--- src/vdp_pkg.sv ---
// Shared numbers and types for the VDP CPU register block
// Only the MSX2 register subset is present, with no command engine and no extended registers
`default_nettype none

package vdp_pkg;

  // ----------------------------------------
  // I/O port numbers and register indices
  // ----------------------------------------
  localparam logic [1:0] PORT_VRAM  = 2'd0;  // 0x98
  localparam logic [1:0] PORT_CTRL  = 2'd1;  // 0x99
  localparam logic [1:0] PORT_PAL   = 2'd2;  // 0x9A
  localparam logic [1:0] PORT_INDIR = 2'd3;  // 0x9B

  localparam logic [5:0] REG_R0  = 6'd0;
  localparam logic [5:0] REG_R1  = 6'd1;
  localparam logic [5:0] REG_R2  = 6'd2;
  localparam logic [5:0] REG_R7  = 6'd7;
  localparam logic [5:0] REG_R8  = 6'd8;
  localparam logic [5:0] REG_R9  = 6'd9;
  localparam logic [5:0] REG_R14 = 6'd14;
  localparam logic [5:0] REG_R15 = 6'd15;
  localparam logic [5:0] REG_R16 = 6'd16;
  localparam logic [5:0] REG_R17 = 6'd17;
  localparam logic [5:0] REG_R19 = 6'd19;
  localparam logic [5:0] REG_R23 = 6'd23;
  localparam logic [5:0] REG_R26 = 6'd26;
  localparam logic [5:0] REG_R27 = 6'd27;

  localparam logic [4:0] VDP_ID = 5'd2;  // V9958 identity in S#1
  localparam int PAL_ENTRIES = 16;

  // ----------------------------------------
  // Shared types
  // ----------------------------------------
  typedef struct packed {
    logic       req;   // One cycle per access
    logic       wrt;
    logic [1:0] port;
    logic [7:0] data;
  } cpu_acc_t;

  // Second byte of a port 1 pair
  typedef union packed {
    struct packed { logic [1:0] code; logic [5:0] idx; } reg_sel;  // Code 1x
    struct packed { logic [1:0] code; logic [5:0] hi;  } addr_hi;  // 01 write, 00 read
  } p1_ctrl_u;

  typedef struct packed {
    logic       stb;
    logic [5:0] idx;
    logic [7:0] data;
  } reg_wr_t;

  typedef struct packed {
    logic        vram_wr;
    logic        vram_rd;
    logic        addr_set;
    logic        addr_rd;   // Address set of read type, qualifies addr_set
    logic        pal_wr;
    logic        st_rd;
    logic        other_rd;  // Read of port 2 or 3
    logic [13:0] addr_lo;
    logic [7:0]  data;
  } port_evt_t;

  typedef struct packed {
    logic [2:0] r;
    logic [2:0] g;
    logic [2:0] b;
  } pal_rgb_t;

  // Power-on colours, octal digits are r g b
  localparam pal_rgb_t PAL_RESET [PAL_ENTRIES] = '{
    9'o000, 9'o000, 9'o161, 9'o373, 9'o117, 9'o237, 9'o511, 9'o267,
    9'o711, 9'o733, 9'o661, 9'o664, 9'o141, 9'o625, 9'o555, 9'o777
  };

  typedef struct packed {
    logic       hsync_int_en, sp_size, sp_zoom, bl_clks, vsync_int_en;
    logic [6:0] name_addr;
    logic [7:0] frame_col;
    logic       sp_off, col0_on, pal_mode, interlace, y_dots;
    logic [7:0] hsync_line;
    logic [7:0] vstart_line;
    logic [5:0] h_scroll_hi;
    logic [2:0] h_scroll_lo;
    logic       disp_on;
  } disp_regs_t;

  typedef enum logic [3:0] {
    TEXT1, TEXT1Q, TEXT2, MULTI, MULTIQ, GRAPHIC1, GRAPHIC2, GRAPHIC3,
    GRAPHIC4, GRAPHIC5, GRAPHIC6, GRAPHIC7, MODE_UNDEF
  } vdp_mode_e;

  typedef struct packed {
    logic [16:0] addr;
    logic [7:0]  data;
    logic        addr_set_req, wr_req, rd_req;  // Toggle requests
  } vram_bus_t;

endpackage

`default_nettype wire

--- src/vdp_port_ctrl.sv ---
// CPU access decode; evt strobes for port 0, 2 and reads are combinational in the request cycle
// Address set and register writes come one cycle later. The CPU must wait for ack between accesses
`default_nettype none

module vdp_port_ctrl import vdp_pkg::*; (
  input  wire            RESET,
  input  wire            CLK21M,
  input  wire cpu_acc_t  cpu,
  output port_evt_t      evt,
  output reg_wr_t        reg_wr
);

  logic        wr_acc, rd_acc;
  p1_ctrl_u    p1;            // Second byte view
  logic        first_byte;    // 1 -> next port 1 write is the first of a pair
  logic [7:0]  p1_latch;      // First byte held here
  logic        addr_set_q, addr_rd_q;
  logic [13:0] addr_lo_q;
  logic        reg_stb;
  logic [5:0]  reg_idx;
  logic [7:0]  reg_data;
  logic [5:0]  r17_idx;       // Indirect register pointer
  logic        r17_inc;       // Auto-increment enable

  assign wr_acc = cpu.req & cpu.wrt;
  assign rd_acc = cpu.req & ~cpu.wrt;
  assign p1     = cpu.data;

  // ----------------------------------------
  // Event broadcast
  // ----------------------------------------
  always_comb begin
    evt.vram_wr  = wr_acc & (cpu.port == PORT_VRAM);
    evt.vram_rd  = rd_acc & (cpu.port == PORT_VRAM);
    evt.pal_wr   = wr_acc & (cpu.port == PORT_PAL);
    evt.st_rd    = rd_acc & (cpu.port == PORT_CTRL);
    evt.other_rd = rd_acc & ((cpu.port == PORT_PAL) | (cpu.port == PORT_INDIR));
    evt.addr_set = addr_set_q;  // Registered, second byte seen last cycle
    evt.addr_rd  = addr_rd_q;
    evt.addr_lo  = addr_lo_q;
    evt.data     = cpu.data;
    reg_wr.stb   = reg_stb;
    reg_wr.idx   = reg_idx;
    reg_wr.data  = reg_data;
  end

  // ----------------------------------------
  // Byte pairing, R17 and write strobes
  // ----------------------------------------
  always_ff @(posedge RESET or posedge CLK21M) begin
    if (CLK21M) begin
      first_byte <= 1'b1;
      addr_set_q <= 1'b0;
      addr_rd_q  <= 1'b0;
      reg_stb    <= 1'b0;
      r17_idx    <= 6'd0;
      r17_inc    <= 1'b0;
    end else begin
      addr_set_q <= 1'b0;
      addr_rd_q  <= 1'b0;
      reg_stb    <= 1'b0;
      if (evt.st_rd) first_byte <= 1'b1;     // Status read restarts the pair
      if (wr_acc && cpu.port == PORT_CTRL) begin
        first_byte <= ~first_byte;
        if (!first_byte) begin
          if (p1.reg_sel.code[1]) begin
            reg_stb <= 1'b1;                   // Register select
          end else begin
            addr_set_q <= 1'b1;
            addr_rd_q  <= ~p1.addr_hi.code[0]; // Code 00 prefetches a read
          end
        end
      end
      if (wr_acc && cpu.port == PORT_INDIR) begin
        reg_stb <= (r17_idx != REG_R17);     // R17 is not reachable through itself
        if (r17_inc) r17_idx <= r17_idx + 6'd1;
      end
      if (reg_stb && reg_idx == REG_R17) begin
        r17_idx <= reg_data[5:0];
        r17_inc <= ~reg_data[7];             // Bit 7 set disables increment
      end
    end
  end

  // Payload side
  always_ff @(posedge RESET) begin
    if (wr_acc && cpu.port == PORT_CTRL) begin
      if (first_byte) begin
        p1_latch <= cpu.data;
      end else begin
        reg_idx   <= p1.reg_sel.idx;
        reg_data  <= p1_latch;
        addr_lo_q <= {p1.addr_hi.hi, p1_latch};
      end
    end else if (wr_acc && cpu.port == PORT_INDIR) begin
      reg_idx  <= r17_idx;
      reg_data <= cpu.data;
    end
  end

endmodule

`default_nettype wire

--- src/vdp_ctrl_regs.sv ---
// Display control registers R0-R2, R7-R9, R19, R23, R26, R27
// Mode bits, display enable and coarse h-scroll reach the outputs only while hsync is high
`default_nettype none

module vdp_ctrl_regs import vdp_pkg::*; (
  input  wire           RESET,
  input  wire           CLK21M,
  input  wire reg_wr_t  reg_wr,
  input  wire           hsync,
  output disp_regs_t    disp,
  output vdp_mode_e     mode,
  output logic          sprite_mode2
);

  disp_regs_t dr;                    // Written values, hsync fields still pending here
  logic [3:1] r0_mode, r0_mode_q;    // M5..M3
  logic [1:0] r1_mode, r1_mode_q;    // [1] M1, [0] M2
  logic       disp_on_q;
  logic [5:0] h_scroll_q;
  logic [4:0] mcode;                 // M5..M1

  // ----------------------------------------
  // Register writes
  // ----------------------------------------
  always_ff @(posedge RESET or posedge CLK21M) begin
    if (CLK21M) begin
      dr      <= '0;
      r0_mode <= 3'd0;
      r1_mode <= 2'd0;
    end else if (reg_wr.stb) begin
      case (reg_wr.idx)
        REG_R0: begin
          dr.hsync_int_en <= reg_wr.data[4];
          r0_mode         <= reg_wr.data[3:1];
        end
        REG_R1: begin
          dr.sp_zoom      <= reg_wr.data[0];
          dr.sp_size      <= reg_wr.data[1];
          dr.bl_clks      <= reg_wr.data[2];
          r1_mode         <= reg_wr.data[4:3];
          dr.vsync_int_en <= reg_wr.data[5];
          dr.disp_on      <= reg_wr.data[6];
        end
        REG_R2:  dr.name_addr <= reg_wr.data[6:0];
        REG_R7:  dr.frame_col <= reg_wr.data;
        REG_R8: begin
          dr.sp_off  <= reg_wr.data[1];
          dr.col0_on <= reg_wr.data[5];
        end
        REG_R9: begin
          dr.pal_mode  <= reg_wr.data[1];
          dr.interlace <= reg_wr.data[3];
          dr.y_dots    <= reg_wr.data[7];
        end
        REG_R19: dr.hsync_line  <= reg_wr.data;
        REG_R23: dr.vstart_line <= reg_wr.data;
        REG_R26: dr.h_scroll_hi <= reg_wr.data[5:0];
        REG_R27: dr.h_scroll_lo <= reg_wr.data[2:0];
        default: begin
        end
      endcase
    end
  end

  // Shadows follow on hsync
  always_ff @(posedge RESET or posedge CLK21M) begin
    if (CLK21M) begin
      r0_mode_q  <= 3'd0;
      r1_mode_q  <= 2'd0;
      disp_on_q  <= 1'b0;
      h_scroll_q <= 6'd0;
    end else if (hsync) begin
      r0_mode_q  <= r0_mode;
      r1_mode_q  <= r1_mode;
      disp_on_q  <= dr.disp_on;
      h_scroll_q <= dr.h_scroll_hi;
    end
  end

  // ----------------------------------------
  // Outputs and mode decode
  // ----------------------------------------
  assign mcode        = {r0_mode_q, r1_mode_q[0], r1_mode_q[1]};
  assign sprite_mode2 = (r1_mode_q == 2'b00) && (r0_mode_q[3] | r0_mode_q[2]);

  always_comb begin
    disp             = dr;
    disp.disp_on     = disp_on_q;
    disp.h_scroll_hi = h_scroll_q;
    case (mcode)
      5'b00000: mode = GRAPHIC1;
      5'b00001: mode = TEXT1;
      5'b00010: mode = MULTI;
      5'b00100: mode = GRAPHIC2;
      5'b00101: mode = TEXT1Q;
      5'b00110: mode = MULTIQ;
      5'b01000: mode = GRAPHIC3;
      5'b01001: mode = TEXT2;
      5'b01100: mode = GRAPHIC4;
      5'b10000: mode = GRAPHIC5;
      5'b10100: mode = GRAPHIC6;
      5'b11100: mode = GRAPHIC7;
      default:  mode = MODE_UNDEF;   // Mixed M bits
    endcase
  end

endmodule

`default_nettype wire

--- src/vdp_vram_port.sv ---
// VRAM address and toggle requests toward the arbiter; a request is pending while req != ack
// The arbiter sees each new request only as a toggle, so repeated requests must be spaced by the CPU
`default_nettype none

module vdp_vram_port import vdp_pkg::*; (
  input  wire             RESET,
  input  wire             CLK21M,
  input  wire port_evt_t  evt,
  input  wire reg_wr_t    reg_wr,
  input  wire             addr_set_ack,
  input  wire             wr_ack,
  input  wire             rd_ack,
  output vram_bus_t       vram
);

  logic        r14_pend;   // R14 written last cycle, address set follows
  logic [16:0] addr;
  logic [7:0]  wdata;
  logic        set_req, wr_req, rd_req;

  always_ff @(posedge RESET or posedge CLK21M) begin
    if (CLK21M) begin
      r14_pend <= 1'b0;
      addr     <= 17'd0;
      set_req  <= 1'b0;
      wr_req   <= 1'b0;
      rd_req   <= 1'b0;
    end else begin
      r14_pend <= reg_wr.stb && (reg_wr.idx == REG_R14);
      if (r14_pend) addr[16:14] <= reg_wr.data[2:0];   // Bank bits, payload held by ctrl
      if (evt.addr_set) addr[13:0] <= evt.addr_lo;
      if (evt.addr_set || r14_pend) set_req <= ~addr_set_ack;
      if (evt.vram_wr) wr_req <= ~wr_ack;
      if (evt.vram_rd || (evt.addr_set && evt.addr_rd)) rd_req <= ~rd_ack;  // Read prefetch
    end
  end

  always_ff @(posedge RESET) begin
    if (evt.vram_wr) wdata <= evt.data;
  end

  assign vram = '{addr: addr, data: wdata, addr_set_req: set_req, wr_req: wr_req,
                  rd_req: rd_req};

endmodule

`default_nettype wire

--- src/vdp_palette.sv ---
// 16-entry palette, 3 bits per colour, two bytes per entry through port 2
// An entry is written one cycle after its green byte; the read port is registered
`default_nettype none

module vdp_palette import vdp_pkg::*; (
  input  wire             RESET,
  input  wire             CLK21M,
  input  wire port_evt_t  evt,
  input  wire reg_wr_t    reg_wr,
  input  wire [3:0]       pal_addr,
  output pal_rgb_t        pal_data
);

  pal_rgb_t   mem [PAL_ENTRIES];
  logic       green_next;   // 0 -> red/blue byte, 1 -> green byte
  logic [3:0] pal_idx;      // R16
  logic       wr_pend;
  logic [3:0] wr_num;
  pal_rgb_t   wr_rgb;

  // ----------------------------------------
  // Byte sequencing and memory write
  // ----------------------------------------
  always_ff @(posedge RESET or posedge CLK21M) begin
    if (CLK21M) begin
      green_next <= 1'b0;
      pal_idx    <= 4'd0;
      wr_pend    <= 1'b0;
      for (int i = 0; i < PAL_ENTRIES; i++) mem[i] <= PAL_RESET[i];
    end else begin
      wr_pend <= evt.pal_wr & green_next;
      if (wr_pend) mem[wr_num] <= wr_rgb;
      if (reg_wr.stb && reg_wr.idx == REG_R16) begin
        pal_idx    <= reg_wr.data[3:0];
        green_next <= 1'b0;                // New start, red/blue first
      end else if (evt.pal_wr) begin
        green_next <= ~green_next;
        if (green_next) pal_idx <= pal_idx + 4'd1;  // Wraps at 16
      end
    end
  end

  always_ff @(posedge RESET) begin
    if (evt.pal_wr && !green_next) begin
      wr_rgb.r <= evt.data[6:4];
      wr_rgb.b <= evt.data[2:0];
    end
    if (evt.pal_wr && green_next) begin
      wr_rgb.g <= evt.data[2:0];
      wr_num   <= pal_idx;
    end
    pal_data <= mem[pal_addr];   // Display read port
  end

endmodule

`default_nettype wire

--- src/vdp_status_read.sv ---
// CPU read data and interrupt clear strobes
// S#0 to S#2 only; other status numbers and ports 2, 3 read as all ones
`default_nettype none

module vdp_status_read import vdp_pkg::*; (
  input  wire             RESET,
  input  wire             CLK21M,
  input  wire port_evt_t  evt,
  input  wire reg_wr_t    reg_wr,
  input  wire [7:0]       vram_rd_data,
  input  wire             vint_pending,
  input  wire             hint_pending,
  input  wire [6:0]       sprite_flags,
  input  wire             vd,
  input  wire             hd,
  input  wire             field,
  output logic [7:0]      dbi,
  output logic            clr_vsync_int,
  output logic            clr_hsync_int
);

  logic [3:0] r15;   // Status register number

  always_ff @(posedge RESET or posedge CLK21M) begin
    if (CLK21M) begin
      r15           <= 4'd0;
      clr_vsync_int <= 1'b0;
      clr_hsync_int <= 1'b0;
    end else begin
      if (reg_wr.stb && reg_wr.idx == REG_R15) r15 <= reg_wr.data[3:0];
      clr_vsync_int <= evt.st_rd && (r15 == 4'd0);
      clr_hsync_int <= (evt.st_rd && (r15 == 4'd1))
                    || (reg_wr.stb && reg_wr.idx == REG_R19)              // New line number
                    || (reg_wr.stb && reg_wr.idx == REG_R0 && reg_wr.data[4]);
    end
  end

  // ----------------------------------------
  // Read data, held until the next read
  // ----------------------------------------
  always_ff @(posedge RESET) begin
    if (evt.vram_rd) begin
      dbi <= vram_rd_data;
    end else if (evt.st_rd) begin
      case (r15)
        4'd0:    dbi <= {vint_pending, sprite_flags};
        4'd1:    dbi <= {2'b00, VDP_ID, hint_pending};
        4'd2:    dbi <= {1'b0, vd, hd, 1'b0, 2'b11, field, 1'b0};  // No command engine bits
        default: dbi <= 8'hff;
      endcase
    end else if (evt.other_rd) begin
      dbi <= 8'hff;
    end
  end

endmodule

`default_nettype wire

--- src/vdp_regs_top.sv ---
// VDP CPU register block; RESET is the clock and CLK21M the asynchronous reset
// The CPU holds off its next access until ack, there is no other flow control
`default_nettype none

module vdp_regs_top import vdp_pkg::*; (
  input  wire            RESET,
  input  wire            CLK21M,
  input  wire cpu_acc_t  cpu,
  input  wire [7:0]      vram_rd_data,
  input  wire            addr_set_ack,
  input  wire            wr_ack,
  input  wire            rd_ack,
  input  wire            hsync,
  input  wire            vint_pending,
  input  wire            hint_pending,
  input  wire [6:0]      sprite_flags,
  input  wire            vd,
  input  wire            hd,
  input  wire            field,
  input  wire [3:0]      pal_addr,
  output logic           ack,
  output logic [7:0]     dbi,
  output vram_bus_t      vram,
  output logic           clr_vsync_int,
  output logic           clr_hsync_int,
  output disp_regs_t     disp,
  output vdp_mode_e      mode,
  output logic           sprite_mode2,
  output pal_rgb_t       pal_data
);

  port_evt_t evt;
  reg_wr_t   reg_wr;

  // CPU acknowledge one cycle after req
  always_ff @(posedge RESET or posedge CLK21M) begin
    if (CLK21M) ack <= 1'b0;
    else        ack <= cpu.req;
  end

  vdp_port_ctrl   u_ctrl   (.RESET, .CLK21M, .cpu, .evt, .reg_wr);
  vdp_ctrl_regs   u_regs   (.RESET, .CLK21M, .reg_wr, .hsync, .disp, .mode, .sprite_mode2);
  vdp_vram_port   u_vram   (.RESET, .CLK21M, .evt, .reg_wr, .addr_set_ack, .wr_ack, .rd_ack,
                            .vram);
  vdp_palette     u_pal    (.RESET, .CLK21M, .evt, .reg_wr, .pal_addr, .pal_data);
  vdp_status_read u_status (.RESET, .CLK21M, .evt, .reg_wr, .vram_rd_data, .vint_pending,
                            .hint_pending, .sprite_flags, .vd, .hd, .field, .dbi,
                            .clr_vsync_int, .clr_hsync_int);

endmodule

`default_nettype wire

--- config.mk ---
export PLATFORM = sky130hd
export DESIGN_NAME = vdp_regs_top
export DESIGN_NICKNAME = d
export VERILOG_FILES = /design/src/vdp_pkg.sv /design/src/vdp_port_ctrl.sv /design/src/vdp_ctrl_regs.sv /design/src/vdp_vram_port.sv /design/src/vdp_palette.sv /design/src/vdp_status_read.sv /design/src/vdp_regs_top.sv
export SDC_FILE = /design/constraint.sdc
export NUM_CORES = 1
export LEC_CHECK = 0
export ABC_AREA = 1
export CAP_MARGIN = 20
export CORE_UTILIZATION = 64
export CTS_CLUSTER_DIAMETER = 40
export DETAILED_ROUTE_END_ITERATION = 12
export DONT_BUFFER_PORTS = 1
export GPL_TIMING_DRIVEN = 0
export HOLD_SLACK_MARGIN = 0.08
export MAX_ROUTING_LAYER = met4
export PLACE_DENSITY = 0.8
export RECOVER_POWER = 100
export SYNTH_ARGS = -nofsm -noshare
export SYNTH_HDL_FRONTEND = slang
export SYNTH_SLANG_ARGS = --single-unit
--- constraint.sdc ---
create_clock -name RESET -period 9.4 [get_ports RESET]
set_input_delay 0.94 -clock RESET [delete_from_list [all_inputs] [get_ports RESET]]
set_output_delay 0.94 -clock RESET [all_outputs]
set_load 0.03 [all_outputs]
* Yosys cells after proc, flatten, opt, wreduce, memory -nomap -nowiden
Memories as Yosys holds them, arrays and structs flattened.
Cells that the tools add are included.
** Storage, ports and cells
- Output and inout bits :: 104
- Input bits :: 42
- Memories :: 1
- Bits in registers :: 331
- Memory bits (read-only) :: 128
** Memories
- (no name shown) :: words 32, width 4, read ports 1, clocked after memory_dff 0, wr ports 0, line vdp_ctrl_regs.sv:90 : case (mcode)
** Cells by class
- Bitwise operators :: 20
- Magnitude comparators :: 3
- Muxes and demuxes :: 36
- Reduce and logical (&&, ||, !) cells :: 47
- Add/subtract/negate cells :: 2
- Eq/ne operators :: 20
** Operators by type and width (count)
- 144-bit bitwise mux :: 1
- 8-bit 2-to-1 mux :: 6
- 9-bit binary-select mux with 4-bit select :: 1
- 9-bit demux with 4-bit select :: 1
- 6-bit by 5-bit equality test with 1-bit output, second input constant :: 6
- 6-bit 2-to-1 mux :: 6
- 2-bit AND reduction :: 15
- 9-bit 2-to-1 mux :: 3
- 6-bit by 4-bit equality test with 1-bit output, second input constant :: 4
- 8-bit one-hot mux with 3 select lines :: 1
- 1-bit logical AND :: 16
- 1-bit 2-to-1 mux :: 14
- 4-bit 2-to-1 mux :: 3
- 2-bit nonzero test :: 6
- 5-bit >= comparator, second input constant :: 2
- 4-bit inverter with 5-bit output :: 2
- 1-bit bitwise AND :: 8
- 1-bit inverter :: 8
- 6-bit by 1-bit adder with 6-bit output, second input constant :: 1
- 6-bit by 1-bit equality test with 1-bit output, second input constant :: 1
- 6-bit by 2-bit equality test with 1-bit output, second input constant :: 1
- 6-bit by 3-bit equality test with 1-bit output, second input constant :: 1
- 6-bit zero test :: 1
- 6-bit by 5-bit != test with 1-bit output, second input constant :: 1
- 13 further kinds :: 19

* Logic depth before layout (Yosys ltp)
- Depth in word-level cells :: 6
- Depth in mapped cells :: 8
- Gate-level depth less buffers :: 8

* Hierarchy
Synthesis repeated with hierarchy kept, for this count alone.
** Unflattened totals
- Cells, all modules :: 1803
- Area, all modules :: 15412.3 um^2
** By module, submodules not included
- vdp_palette :: instances 1, cells each 1005, area each 8036.5 um^2
- vdp_ctrl_regs :: instances 1, cells each 391, area each 3348.2 um^2
- vdp_port_ctrl :: instances 1, cells each 198, area each 2099.5 um^2
- vdp_vram_port :: instances 1, cells each 107, area each 1112.3 um^2
- vdp_status_read :: instances 1, cells each 100, area each 787.0 um^2
- vdp_regs_top :: instances 1, cells each 2, area each 28.8 um^2

* Worst setup path after synthesis
OpenSTA, ideal clock, no wires.
- Kind :: reg2out
- Start point :: register u_regs.r1_mode_q[0]
- End point :: output port mode[0]
- Buffers on the path :: 0
- Slack :: 6.845 ns
- Arrival :: 1.615 ns
- Stages on the path, launching flop included :: 7
- Required time :: 8.460 ns
- Path through :: dfrtp_1 inv_1 ha_1 inv_1 nor2_1 o21ai_0 o21ai_0
** On the way
- Word-level cells in the longest chain between the ends :: 1
** Ends and longest elaborated chain
- start: declaration :: line vdp_ctrl_regs.sv:17 : logic [1:0] r1_mode, r1_mode_q;
- start signal: assignment :: line vdp_ctrl_regs.sv:74 : r1_mode_q <= r1_mode;
- memory read 32 x 4 bit
- end: declaration :: line vdp_regs_top.sv:27 : output vdp_mode_e mode,
Every way passes these cells.

* Final worst setup path
- Start point :: register u_regs.r1_mode_q[1]
- End point :: output port mode[0]
The elaborated chain is that of the path after synthesis.

==> impl_metrics.csv <==
group,metric,value,unit
status,status,"complete, but fails checks",
status,violations,"design-rule violations, max-capacitance violations, max-slew violations",
synth,synth-simple-area-share,21.39,%
sta,finalMaxSlewViolations,74,
synth,muxShareOfSynthArea,0.5342,%
sta,period_share,35.04,%
clocking,clk_latency,0.54,ns
route,vias,11455,
die,chipHeight,153.8,µm
setup_path,cp_max_fo,5,
route,dr.pass1.iters,10,
synth,synthFlopType,"dfrtp_1",
clocking,cts_tree,"built",
synth,synth_seq_cells,331,
pwr,pwr_density_cell,217.9,mW/mm²
synth,synthTopCellsByArea,"dfrtp_1 30%, dfstp_2 14%, nand2_1 13%",
pwr,leakagePower,7.338,nW
global_route,grt_pass1_vias,11400,
sta,fmax,0.3036,GHz
sta,fin_worst_skew,0.02039,ns
synth,synth_top_area_cell,"dfrtp_1",
final_layout,final_cells,2036,
synth,syn_area,0.01476,mm²
synth,syn_avg_cell_area,8.847,µm²
final_layout,areaGrowthSynthToFinish,10.62,%
die,io_pins,146,
global_route,grt-ovfl-total,0,
setup_path,crit_type,"reg -> out",
clocking,post_cts_buffers,0,
route,route.met2.wl,18.51,mm
setup_path,path_cells,"inv_1 > ha_1 > inv_1 > nor2_1 > o21ai_0 > o21ai_0",
min_path,min_path_type,"in -> reg",
synth,synth_cells,1668,
final_layout,fillers,1718,
clocking,holdBufCountCts,0,
synth,synthAdderAreaFrac,0.7631,%
clocking,cts_repair_resize_count,0,
global_route,grt_pass1_wl,60.20,mm
die,dieArea,0.02367,mm²
synth,synthArstFlopShare,77.64,%
synth,synth_top_family_by_area,"simple AND/OR/NAND/NOR gates",
sta,worst_slack,6.106,ns
placement,pre_cts_ws,6.667,ns
clocking,h-tree-depth,2,
global_route,grt_max_degree,103,
final_layout,num_antenna_cells,0,
setup_path,crit_path_top_delay_cell,"o21ai_0",
sta,period_needed,3.294,ns
clocking,clock_path_buffers,3,
synth,synth_compound_area_share,8.691,%
sta,setup_viol,0,
pwr,fin_total_pwr,0.003556,W
synth,synth-edff-count,65,
final_layout,nets,1767,
route,wl_met1,15.23,mm
job,cap_violations,1,
pwr,peakVddDrop,0.0001371,V
route,drtIter0Drc,1186,
final_layout,drive_gt1_share,10.22,%
global_route,antenna_found_initial,0,
route,wl_met3,2.661,mm
placement,portBuffers,0,
route,vias_per_cell,5.626,
route,post_drt_wl_per_cell,18.59,µm
synth,syn_nets,1719,
route,highest_layer,"met4",
sta,setup_tns,0,ns
synth,yosys_warnings,0,
die,initial_utilization,65.18,%
sta,rsz0062_at_grt,"false",
die,chipWidth,153.8,µm
route,drc_errors,1,
die,std_cell_rows,55,
route,ant_nets,0,
setup_path,worstSetupEndpointType,"output port",
sta,hold_viol,0,
clocking,root_buffer,"clkbuf_16",
clocking,path_clk_slew,0.06,ns
sta,worstMarginPinSlew,3.438,ns
synth,ys_types,35,
clocking,clock-sinks,331,
setup_path,arrival,2.35,ns
synth,yosysSeqAreaShare,58.69,%
route,drt-total-wl,37.86,mm
global_route,gr-usage-all-layers,34.17,%
placement,dp_hpwl,25.09,mm
synth,synth_xor_area_share,0.2374,%
sta,whs,0.4305,ns
die,core,0.02264,mm²
placement,gp_congestion,0.9621,
sta,relSlewSlack,-130.5,%
clocking,cts_made_buffers,43,
setup_path,crit_path_max_incr_delay,0.74,ns
synth,synth_top_area_share,30.35,%
setup_path,setup.worst_path.start_class,"register",
placement,placed_cells,1956,
setup_path,critPathRequiredTime,8.46,ns
## metal layers
metal	track usage, %	up-vias
met3	6.088	105
met4	14.67	0
met2	55.67	444
met5	-	-
li1	-	5366
met1	42.21	5540
## power breakdown
part	total, W	internal (W)	switching [W]
Clock	0.00168	0.00106	0.000620
Sequential	0.00165	0.00155	0.0000926
Combinational	0.000227	0.0000680	0.000158
Total	0.00356	0.00269	0.000871
## sequential cells by signal, indices dropped and copies added, names as in the netlist, 2 cells and up
signal / count
u_regs.r0_mode_q: 3
u_vram.addr: 17
u_ctrl.reg_data: 8
u_pal.pal_idx: 4
u_pal.wr_rgb: 9
u_regs.r1_mode: 2
u_ctrl.reg_idx: 6
u_regs.r0_mode: 3
u_pal.pal_data: 9
u_regs.disp: 44
u_status.dbi: 8
u_status.r15: 4
u_pal.mem: 144
u_vram.wdata: 8
u_ctrl.addr_lo_q: 14
u_ctrl.p1_latch: 8
u_pal.wr_num: 4
u_regs.dr: 7
u_ctrl.r17_idx: 6
u_regs.r1_mode_q: 2
u_regs.h_scroll_q: 6
## cell usage after synthesis, drive strengths merged (8+ instances only)
cell / number
nand3: 157
a21oi: 13
dfxtp: 9
dfrtp: 179
clkbuf: 39
nor2: 36
nor3: 8
nand2: 533
buf: 76
ha: 9
o21ai: 236
dfstp: 78
edfxtp: 65
inv: 198
## final timing paths
| path | from | endpoint | slack [ns] | cells past startpoint |
|---|---|---|---|---|
| max | u_regs.r1_mode_q[1]$_DFFE_PP0P_ | mode[0] | 6.11 | 6 |
| min | cpu[11] | ack$_DFF_PP0_ | 0.43 | 0 |
| max reg2reg | u_ctrl.reg_idx[5]$_DFFE_PP_ | u_regs.r1_mode[0]$_DFFE_PP0P_ | 7.08 | 5 |
| min reg2reg | u_ctrl.addr_lo_q[7]$_DFFE_PP_ | u_vram.addr[7]$_DFFE_PP0P_ | 0.45 | 2 |
| max in group asynchronous | CLK21M | u_pal.mem[31]$_DFFE_PP0P_ | 6.53 | 1 |
| min in group asynchronous | CLK21M | u_regs.disp[11]$_DFFE_PP0P_ | 1.30 | 1 |
## stage by stage
stage                     util (%)  cell area, µm²
after detailed placement     67.08           15190
after global placement       66.75           15110
final                        72.10           16320
after floorplan                  -           14760
after global routing         72.10           16320
after CTS                    73.70           16690
## logic make-up after synthesis
kind of cell	Yosys count
AND/OR/NAND/NOR	748
flip-flops	331
buffers and inverters	317
AO/OA/AOI/OAI	252
adder cells (fa/ha/maj)	9
multiplexers	7
XOR/XNOR	4
## worst max-delay path: cells and delay by family (launching register included)
kind                       cells  cell delay [ns]
DFF                            1             0.44
and+or+nand+nor                1             0.12
adders and majority gates      1             0.21
buffers and inverters          2             0.21
AOI/OAI and AO/OA              2             0.82
## layout by cell type (no fill, tap or decap), drive strengths merged
| cell type | instances |
|---|---|
| nor2 | 36 |
| o211ai | 1 |
| xnor2 | 1 |
| nand4 | 7 |
| a22oi | 1 |
| ha | 9 |
| clkbuf | 164 |
| dfrtp | 179 |
| buf | 14 |
| clkinvlp | 5 |
| mux2 | 7 |
| inv | 199 |
| o21ai | 236 |
| or2 | 7 |
| nand3 | 157 |
| dfxtp | 9 |
| xor2 | 3 |
| nor3 | 8 |
| a31oi | 1 |
| a21oi | 13 |
| nand2 | 533 |
| dfstp | 78 |
| bufinv | 5 |
| edfxtp | 65 |
| clkinv | 13 |
## area by class of cell
cell class / count / area, µm² / share of cell area (%)
Clock inverter: 20 / 257.7 / 1.579
Tap cell: 285 / 356.6 / 2.184
Sequential cell: 331 / 8661 / 53.05
Multi-Input combinational cell: 1020 / 4543 / 27.83
Clock buffer: 60 / 1241 / 7.603
Timing Repair Buffer: 3 / 58.81 / 0.3602
Inverter: 202 / 759.5 / 4.652
Buffer: 115 / 446.7 / 2.736
(Power assumes the default switching activity.)
